==> src/hdl/nnLayerPkg.sv <==
`default_nettype none

package nnLayerPkg;

	localparam int ActWidth = 8;
	localparam int WeightWidth = 8;
	localparam int AccWidth = 24;
	localparam int DefaultFracBits = 6;

	typedef logic signed [ActWidth-1:0] activation_t;
	typedef logic signed [WeightWidth-1:0] weight_t;
	typedef logic signed [AccWidth-1:0] acc_t;

	localparam int DefaultNumInputs = 10;
	localparam int DefaultNumNeurons = 4;

	// neuron n, input i at slice n*NumInputs+i; each row runs input 9 down to 0.
	localparam logic [DefaultNumNeurons*DefaultNumInputs*WeightWidth-1:0] DefaultWeights = {
		8'h15, 8'h9C, 8'h2A, 8'hF0, 8'h41, 8'hC8, 8'h07, 8'h33, 8'hE5, 8'h12, // neuron 3.
		8'h7B, 8'h05, 8'hA4, 8'h60, 8'hE9, 8'h11, 8'h57, 8'hD2, 8'h08, 8'h3E, // neuron 2.
		8'hD7, 8'h6E, 8'h3C, 8'h88, 8'h19, 8'hFA, 8'h44, 8'h0F, 8'hB6, 8'h21, // neuron 1.
		8'h64, 8'h18, 8'hD9, 8'h9F, 8'h6B, 8'h0A, 8'hBF, 8'h19, 8'h47, 8'hFC  // neuron 0.
	};

	// neuron 3 first.
	localparam logic [DefaultNumNeurons*WeightWidth-1:0] DefaultBiases = {
		8'h10,
		8'h03,
		8'hE8,
		8'hFA
	};

	// output side of the collector, one four-phase transfer per result.
	typedef enum logic [1:0] {
		idle,
		request,
		waitAckLow
	} collectState_t;

endpackage

`default_nettype wire

==> src/hdl/activationLoader.sv <==
`default_nettype none

module activationLoader #(
	parameter int NumInputs = nnLayerPkg::DefaultNumInputs,
	localparam int IdxWidth = (NumInputs > 1) ? $clog2(NumInputs) : 1
) (
	input wire logic clk,
	input wire logic reset,
	input wire logic inReq,
	input wire nnLayerPkg::activation_t inData,
	input wire logic layerBusy,
	output logic inAck,
	output logic actStrobe,
	output nnLayerPkg::activation_t actData,
	output logic [IdxWidth-1:0] actIndex,
	output logic actLast
);

	localparam logic [IdxWidth-1:0] LastIdx = IdxWidth'(NumInputs - 1);

	logic [IdxWidth-1:0] inCount;
	logic acceptNow;

	// new request only once the previous ack has dropped.
	assign acceptNow = inReq && !inAck && !layerBusy;

	always_ff @(posedge clk)
	begin
		if (reset)
		begin
			inAck <= 1'b0;
			actStrobe <= 1'b0;
			inCount <= '0;
		end
		else
		begin
			actStrobe <= acceptNow; // rises together with inAck.
			if (acceptNow)
			begin
				inAck <= 1'b1;
				if (inCount == LastIdx)
					inCount <= '0;
				else
					inCount <= inCount + 1'b1;
			end
			else if (inAck && !inReq)
			begin
				inAck <= 1'b0; // source has released req.
			end
		end
	end

	// broadcast payload, held until the next accept.
	always_ff @(posedge clk)
	begin
		if (acceptNow)
		begin
			actData <= inData;
			actIndex <= inCount;
			actLast <= (inCount == LastIdx);
		end
	end

endmodule

`default_nettype wire

==> src/hdl/neuronMac.sv <==
`default_nettype none

module neuronMac #(
	parameter int NumInputs = nnLayerPkg::DefaultNumInputs,
	parameter int FracBits = nnLayerPkg::DefaultFracBits,
	parameter logic [NumInputs*nnLayerPkg::WeightWidth-1:0] Weights = '0,
	parameter nnLayerPkg::weight_t Bias = '0,
	localparam int IdxWidth = (NumInputs > 1) ? $clog2(NumInputs) : 1
) (
	input wire logic clk,
	input wire logic reset,
	input wire logic actStrobe,
	input wire nnLayerPkg::activation_t actData,
	input wire logic [IdxWidth-1:0] actIndex,
	input wire logic actLast,
	output logic resultValid,
	output nnLayerPkg::activation_t result
);

	import nnLayerPkg::*;

	localparam acc_t MaxOut = acc_t'((1 << (ActWidth - 1)) - 1);

	weight_t weight;
	acc_t product;
	acc_t accBase;
	acc_t acc;
	acc_t scaled;
	logic lastSeen;

	assign weight = weight_t'(Weights[actIndex*WeightWidth +: WeightWidth]);
	assign product = acc_t'(actData) * acc_t'(weight);

	// index 0 starts a new vector from the scaled bias.
	assign accBase = (actIndex == '0) ? (acc_t'(Bias) <<< FracBits) : acc;

	assign scaled = acc >>> FracBits;

	always_ff @(posedge clk)
	begin
		if (reset)
		begin
			acc <= '0;
			lastSeen <= 1'b0;
			resultValid <= 1'b0;
		end
		else
		begin
			lastSeen <= actStrobe && actLast;
			resultValid <= lastSeen;
			if (actStrobe)
				acc <= accBase + product;
		end
	end

	// scale and clamp in the cycle after the last product.
	always_ff @(posedge clk)
	begin
		if (lastSeen)
		begin
			if (scaled < 0)
				result <= '0;
			else if (scaled > MaxOut)
				result <= activation_t'(MaxOut); // saturate.
			else
				result <= activation_t'(scaled);
		end
	end

endmodule

`default_nettype wire

==> src/hdl/resultCollector.sv <==
`default_nettype none

module resultCollector #(
	parameter int NumNeurons = nnLayerPkg::DefaultNumNeurons,
	localparam int IdxWidth = (NumNeurons > 1) ? $clog2(NumNeurons) : 1
) (
	input wire logic clk,
	input wire logic reset,
	input wire logic actLast,
	input wire logic actStrobe,
	input wire logic resultValid,
	input wire logic [NumNeurons*nnLayerPkg::ActWidth-1:0] results,
	input wire logic outAck,
	output logic layerBusy,
	output logic outReq,
	output nnLayerPkg::activation_t outData,
	output logic [IdxWidth-1:0] outIndex
);

	import nnLayerPkg::*;

	localparam logic [IdxWidth-1:0] LastIdx = IdxWidth'(NumNeurons - 1);

	collectState_t state;
	logic [NumNeurons*ActWidth-1:0] held;

	assign outData = activation_t'(held[outIndex*ActWidth +: ActWidth]);

	always_ff @(posedge clk)
	begin
		if (reset)
		begin
			state <= idle;
			outReq <= 1'b0;
			outIndex <= '0;
			layerBusy <= 1'b0;
		end
		else
		begin
			if (actStrobe && actLast)
				layerBusy <= 1'b1; // input side stalls until drained.
			case (state)
				idle:
				begin
					if (resultValid)
					begin
						outIndex <= '0;
						outReq <= 1'b1;
						state <= request;
					end
				end
				request:
				begin
					if (outAck)
					begin
						outReq <= 1'b0;
						state <= waitAckLow;
					end
				end
				waitAckLow:
				begin
					if (!outAck)
					begin
						if (outIndex == LastIdx)
						begin
							layerBusy <= 1'b0;
							state <= idle;
						end
						else
						begin
							outIndex <= outIndex + 1'b1;
							outReq <= 1'b1;
							state <= request;
						end
					end
				end
				default: state <= idle;
			endcase
		end
	end

	// one snapshot per vector.
	always_ff @(posedge clk)
	begin
		if (state == idle && resultValid)
			held <= results;
	end

endmodule

`default_nettype wire

==> src/hdl/denseLayer.sv <==
`default_nettype none

module denseLayer #(
	parameter int NumInputs = nnLayerPkg::DefaultNumInputs,
	parameter int NumNeurons = nnLayerPkg::DefaultNumNeurons,
	parameter int FracBits = nnLayerPkg::DefaultFracBits,
	parameter logic [NumNeurons*NumInputs*nnLayerPkg::WeightWidth-1:0] Weights =
		nnLayerPkg::DefaultWeights,
	parameter logic [NumNeurons*nnLayerPkg::WeightWidth-1:0] Biases = nnLayerPkg::DefaultBiases,
	localparam int OutIdxWidth = (NumNeurons > 1) ? $clog2(NumNeurons) : 1
) (
	input wire logic clk,
	input wire logic reset,
	input wire logic inReq,
	input wire nnLayerPkg::activation_t inData,
	output logic inAck,
	output logic outReq,
	output nnLayerPkg::activation_t outData,
	output logic [OutIdxWidth-1:0] outIndex,
	input wire logic outAck
);

	import nnLayerPkg::*;

	localparam int InIdxWidth = (NumInputs > 1) ? $clog2(NumInputs) : 1;

	logic actStrobe;
	activation_t actData;
	logic [InIdxWidth-1:0] actIndex;
	logic actLast;
	logic layerBusy;
	logic [NumNeurons-1:0] resultValidVec;
	logic resultValid;
	logic [NumNeurons*ActWidth-1:0] results;

	activationLoader #(
		.NumInputs(NumInputs)
	) loader (
		.clk(clk),
		.reset(reset),
		.inReq(inReq),
		.inData(inData),
		.layerBusy(layerBusy),
		.inAck(inAck),
		.actStrobe(actStrobe),
		.actData(actData),
		.actIndex(actIndex),
		.actLast(actLast)
	);

	for (genvar n = 0; n < NumNeurons; n++)
	begin : gNeuron
		neuronMac #(
			.NumInputs(NumInputs),
			.FracBits(FracBits),
			.Weights(Weights[n*NumInputs*WeightWidth +: NumInputs*WeightWidth]),
			.Bias(Biases[n*WeightWidth +: WeightWidth])
		) neuron (
			.clk(clk),
			.reset(reset),
			.actStrobe(actStrobe),
			.actData(actData),
			.actIndex(actIndex),
			.actLast(actLast),
			.resultValid(resultValidVec[n]),
			.result(results[n*ActWidth +: ActWidth])
		);
	end

	assign resultValid = &resultValidVec; // neurons run in lockstep.

	resultCollector #(
		.NumNeurons(NumNeurons)
	) collector (
		.clk(clk),
		.reset(reset),
		.actLast(actLast),
		.actStrobe(actStrobe),
		.resultValid(resultValid),
		.results(results),
		.outAck(outAck),
		.layerBusy(layerBusy),
		.outReq(outReq),
		.outData(outData),
		.outIndex(outIndex)
	);

endmodule

`default_nettype wire

==> config.mk <==
export PLATFORM = sky130hd
export DESIGN_NAME = denseLayer
export DESIGN_NICKNAME = d
export VERILOG_FILES = /design/src/hdl/nnLayerPkg.sv /design/src/hdl/activationLoader.sv /design/src/hdl/neuronMac.sv /design/src/hdl/resultCollector.sv /design/src/hdl/denseLayer.sv
export SDC_FILE = /design/constraint.sdc
export NUM_CORES = 1
export LEC_CHECK = 0
export BUFFER_PORTS_ARGS = -buffer_cell sky130_fd_sc_hd__buf_2
export CORE_MARGIN = 2
export CORE_UTILIZATION = 25
export DETAILED_ROUTE_END_ITERATION = 7
export PLACE_DENSITY_LB_ADDON = 0.05
export SKIP_LAST_GASP = 1
export SYNTH_ARGS = -nofsm -noshare
export SYNTH_HDL_FRONTEND = slang
export SYNTH_SLANG_ARGS = --single-unit
==> constraint.sdc <==
create_clock -name clk -period 10.7 [get_ports clk]
set_clock_uncertainty 0.05 [all_clocks]
set_input_delay 1.605 -clock clk [delete_from_list [all_inputs] [get_ports clk]]
set_output_delay 1.605 -clock clk [all_outputs]
set_load 0.01 [all_outputs]
# After elaboration in Yosys (flattened, before gate mapping)
# Cells that the tools add are included.
[word_totals] register_bits=187 inputBits=12 output_inout_bits=12 wordCells=105
[op_classes] add_sub_neg=6 mul=4 order_cmp=8 eq_ne=8 shift=5 muxes=29 reduce_logical=20
[op_table] cell="80-bit by 8-bit indexed part select with 8-bit output (first input constant)" n=4
[op_table] cell="24-bit adder" n=4
[op_table] cell="24-bit 2-to-1 mux" n=4
[op_table] cell="18-bit by 8-bit greater-than comparator with 1-bit output (second input constant)" n=4
[op_table] cell="18-bit by 1-bit < comparator with 1-bit output (second input constant)" n=4
[op_table] cell="8-bit by 8-bit multiplier with 16-bit output" n=4
[op_table] cell="32-bit by 6-bit indexed part select with 8-bit output" n=1
[op_table] cell="7-bit 2-to-1 mux" n=4
[op_table] cell="2-bit 2-to-1 mux" n=6
[op_table] cell="1-bit 2-to-1 mux" n=11
[op_table] cell="2-bit inequality test (second input constant)" n=4
[op_table] cell="2-bit OR reduction" n=4
[op_table] cell="2-bit one-hot mux with 3 select lines" n=1
[op_table] cell="1-bit logical AND" n=5
[op_table] cell="5-bit AND reduction" n=1
[op_table] cell="4-bit by 1-bit adder with 4-bit output (second input constant)" n=1
[op_table] cell="2-bit equality test (second input constant)" n=2
[op_table] cell="4-bit equality test (second input constant)" n=1
[op_table] cell="4-bit zero test" n=1
[op_table] cell="4-bit 2-to-1 mux" n=1
[op_table] cell="2-bit one-hot mux with 2 select lines" n=1
[op_table] cell="4-bit AND reduction" n=1
[op_table] cell="2-bit nonzero test" n=2
[op_table] cell="1-bit zero test" n=3
[op_table] cell="6 further kinds" n=6

# Depth between registers and ports, before layout
[depth] word_depth=5 ltp_mapped=39 ltp_nobuf=39

# Hierarchy
# A second synthesis with hierarchy kept.
[hier_totals] cells_unflattened=2561 area_unflattened_um2=25428.1
[by_module_without_submodules] module="neuronMac at gNeuron[1].neuron" n_inst=1 cells_per_inst=629 area_per_inst_um2=5868.1 seq_area_each_um2=760.7
[by_module_without_submodules] module="neuronMac at gNeuron[0].neuron" n_inst=1 cells_per_inst=610 area_per_inst_um2=5849.4 seq_area_each_um2=760.7
[by_module_without_submodules] module="neuronMac at gNeuron[2].neuron" n_inst=1 cells_per_inst=605 area_per_inst_um2=5814.3 seq_area_each_um2=760.7
[by_module_without_submodules] module="neuronMac at gNeuron[3].neuron" n_inst=1 cells_per_inst=606 area_per_inst_um2=5794.3 seq_area_each_um2=760.7
[by_module_without_submodules] module="resultCollector" n_inst=1 cells_per_inst=71 area_per_inst_um2=1428.9 seq_area_each_um2=1081.0
[by_module_without_submodules] module="activationLoader" n_inst=1 cells_per_inst=39 area_per_inst_um2=664.4 seq_area_each_um2=510.5
[by_module_without_submodules] module="denseLayer" n_inst=1 cells_per_inst=1 area_per_inst_um2=8.8 seq_area_each_um2=0.0

# Worst setup path after synthesis
# No wires, ideal clock.
[synth_path] kind="register to register" startpoint="register loader.actIndex[2]" endpoint="register gNeuron[1].neuron.acc[22]" setup_time_ps=114 arrival_ps=7455 required_time_ps=10536 path_slack_ps=3080 path_stages_with_launch=30 n_path_buf=5 period_less_slack_ps=7620 cell_sequence="edfxtp_1 -> clkbuf_1 -> clkbuf_1 -> buf_1 -> a21oi_1 -> o21ai_1 -> nand2_1 -> fa_1 -> inv_1 -> fa_1 -> fa_1 -> fa_1 -> ha_1 -> a21oi_1 -> o21bai_1 -> a21o_1 -> a21oi_1 -> nand3_1 -> nand2b_1 -> clkbuf_1 -> clkbuf_1 -> ha_1 -> and4_1 -> nand2_1 -> nand2_1 -> a2111o_1 -> a41oi_2 -> o21bai_1 -> and4_1 -> a2111oi_0"
[synth_between] elab_chain_len=3 word_cells_on_any_way=5 cone_classes="add/sub: 1; mul: 1; shift: 1; mux: 1; reduce/logical: 1"
[synth_rtl] item="from (decl)" line="activationLoader.sv:15" text="output logic [IdxWidth-1:0] actIndex,"
[synth_rtl] item="from (signal assigned)" line="activationLoader.sv:59" text="actIndex <= inCount;"
[synth_rtl] item="80-bit by 8-bit indexed part select with 8-bit output or 4-bit zero test (tied branches)" line="neuronMac.sv:31, neuronMac.sv:35"
[synth_rtl] item="8-bit by 8-bit multiplier with 16-bit output or 24-bit 2-to-1 mux (tied branches)" line="neuronMac.sv:32, neuronMac.sv:35"
[synth_rtl] item="24-bit adder *" line="neuronMac.sv:52" text="acc <= accBase + product;"
[synth_rtl] item="to (signal assigned)" line="neuronMac.sv:52"
[synth_rtl] item="to (decl)" line="neuronMac.sv:27" text="acc_t acc;"
# Mark *: on every way between the ends. The rest lies on a longest branch, timed or not.
# A chain may end at the register's enable or synchronous reset.

# Final worst setup path
[layout_path] startpoint="register loader.actIndex[2]" endpoint="register gNeuron[2].neuron.acc[23]"
[layout_between] elab_chain_len=3 word_cells_on_any_way=5 cone_classes="add/sub: 1; mul: 1; shift: 1; mux: 1; reduce/logical: 1"
[layout_rtl] item="80-bit by 8-bit indexed part select with 8-bit output or 4-bit zero test (tied branches)" line="neuronMac.sv:31, neuronMac.sv:35"
[layout_rtl] item="8-bit by 8-bit multiplier with 16-bit output or 24-bit 2-to-1 mux (tied branches)" line="neuronMac.sv:32, neuronMac.sv:35"
[layout_rtl] item="24-bit adder *" line="neuronMac.sv:52"
[layout_rtl] item="to (signal assigned)" line="neuronMac.sv:52"
[layout_rtl] item="to (decl)" line="neuronMac.sv:27"
# Marks and branches as above.

==> flow_summary.toml <==
[die]
core_sq_um = 88000
dieArea_sq_um = 90900
initial_utilization_pct = 25.1
ios = 24
die_w_um = 301
std_cell_rows = 109
dieHeight_um = 301

[detailed_routing]
first_iter_violations = 777
vias_per_cell = 4.54
wl_met3_um = 1450
met1_length_um = 31800
met2_length_um = 28200
vias = 16700
final_antenna_net_count = 0
highest_layer = "met4"
first_pass_iters = 5
wire_per_inst_um = 17.0
wl_um = 62400
route.detailed.drc = 0

[sta]
timing.final.crit_share_pct = 89.2
slew_headroom_pct = 11.8
worstMarginPinSlew_ns = 1.31
period_minus_slack_ns = 9.54
slew_violations = 0
tns_ns = 0
finalSetupViolations = 0
rsz0062_at_grt = "false"
finalHoldViolCount = 0
max_freq_ghz = 0.105

[critical_path]
slowest_delay_ns = 1.08
crit_path_start_kind = "flop"
r2r-start = "loader.actIndex[2]"
path_buf_inv = 4
cp-startpoint = "loader.actIndex[2]"
slowest_stage = "edfxtp_1"
cp_max_fo = 35
endpoint_kind = "flop"
crit_type = "reg2reg"
cp_data_arrival_time_ns = 9.90
critPathRequiredTime_ns = 11.06
cp_top_family = "compound AO/OA/AOI/OAI gates"

[cells_and_area]
syn_to_final_growth_pct = 9.03
fillers = 9426
nNetsFinal = 2936
multiInputGateArea_sq_um = 15800
drive_above_1_share_pct = 5.15
regArea_sq_um = 4520
antenna_cells = 0

[placed_design]
io_buffers = 23
place.gp.congestion = 0.781
place_hpwl_um = 48400

[clock_tree]
clk_pin_slew_ns = 0.08
holdBufCountCts = 0
clk_path_buf_depth = 2
cts_setup_buffers = 0
cts_root_buffer = "clkbuf_16"
cts_tree = "built"
numCtsBuffers = 17
clock_latency_ns = 0.51
postCtsResizedCells = 0
cts_max_level = 4
clock_sinks = 187

[synthesis]
synth_warnings = 0
yosysTopAreaCell = "fa_1"
avgSynthCellArea_sq_um = 8.77
yosysSeqAreaShare_pct = 20.4
yosysTopAreaCellShare_pct = 20.3
synth_most_common_cell = "inv_1"
netlist_top_cells_count = "383 x inv_1, 233 x nor2_1, 224 x fa_1"
syn-instance-count = 2521
synth_cell_types = 81
ys_seq_elements = 187
synth-edff-count = 77
async_reset_ff_share_pct = 0
synth-main-ff-cell = "dfxtp_1"
netlist_area_sq_um = 22100
netlist_top_cells_area = "fa_1 20%, ha_1 12%, edfxtp_1 10%, dfxtp_1 10%, inv_1 6.5%"

[status]
status = "finished clean"

[grt]
overflow = 0
grt_first_pass_wirelength_um = 100000
grt_usage_pct = 14.3
grt_max_degree = 65
antenna_found_initial = 3
first_global_vias = 17500

[hold_path]
hp-class = "reg2reg"
hp-start = "gNeuron[1].neuron.result[7]"

[run]
drv_cap = 0
[state kept, by name (all words and copies together), names as in the netlist]
register                    count
loader.actLast                  1
collector.outReq                1
collector.state                 2
loader.actData                  8
collector.held                 32
collector.outIndex              2
collector.layerBusy             1
gNeuron.neuron.result          32
loader.actStrobe                1
loader.inAck                    1
loader.actIndex                 4
gNeuron.neuron.resultValid      1
gNeuron.neuron.lastSeen         1
loader.inCount                  4
gNeuron.neuron.acc             96
[layout by cell type (no fill, tap or decap), types with 15 or more instances in the layout]
| cell type | count |
|---|---|
| buf_2 | 22 |
| a21oi_1 | 144 |
| a211oi_1 | 18 |
| clkbuf_16 | 17 |
| or2_2 | 23 |
| edfxtp_1 | 77 |
| xor2_1 | 29 |
| xnor2_1 | 102 |
| mux2i_1 | 60 |
| nand2b_1 | 18 |
| o21bai_1 | 29 |
| o21a_1 | 26 |
| a21o_1 | 46 |
| nor2_1 | 233 |
| o21ai_0 | 69 |
| nand2_1 | 149 |
| nand3_1 | 31 |
| inv_1 | 383 |
| buf_4 | 25 |
| nor3_1 | 43 |
| dfxtp_1 | 109 |
| nor2b_1 | 95 |
| a31oi_1 | 15 |
| and2_1 | 118 |
| fa_1 | 224 |
| ha_1 | 206 |
[path summary, 6_finish.rpt]
check	to	slack, ns	cells after the start
setup / recovery	gNeuron[2].neuron.acc[23]	1.16	26
hold / removal	collector.held[15]	0.37	0
setup reg to reg	gNeuron[2].neuron.acc[23]	1.16	26
hold reg to reg	collector.held[15]	0.37	0
[stage by stage]
step	hold WS, ns	setup slack [ns]	std cells	cell area, sq um	utilization (%)
after floorplan	0.350	3.08	2524	22100	-
after global placement	0.354	1.11	3640	23500	26.8
after detailed placement	0.355	0.993	3640	23500	26.8
after CTS	0.375	0.963	3672	24100	27.4
after global routing	0.377	0.327	3672	24100	27.4
final	0.373	1.16	3672	24100	27.4
[cells by family (layout without fill, tap and decap cells)]
logic type,count (synthesis),in the layout,share of synthesized area (%)
xor gates and xnor gates,133,133,5.36
adders and majority gates,430,430,31.9
and+or+nand+nor,771,771,17.3
DFF,187,187,20.4
other,1,4,0.0170
muxes,72,72,3.73
AOI/OAI and AO/OA,447,447,13.1
buffers and inverters,480,463,8.19
[layer usage]
metal / track usage, % / vias to the layer above
met5: 0 / -
met4: 3.76 / 0
met3: 1.58 / 42
met2: 23.0 / 189
met1: 20.2 / 8224
li1: - / 8231
[area by class of cell]
| cell class | count | share of cell area [%] |
|---|---|---|
| clock buffer | 19 | 1.84 |
| clock inverter | 13 | 0.571 |
| inverter | 384 | 5.98 |
| multi-input combinational | 1857 | 65.6 |
| sequential | 187 | 18.7 |
| tap | 1165 | 6.05 |
| timing repair buffer | 47 | 1.24 |
Power is left out: the tool's default activity adds up to more than one toggle a clock period on the data nets, which glitch-free logic cannot reach.
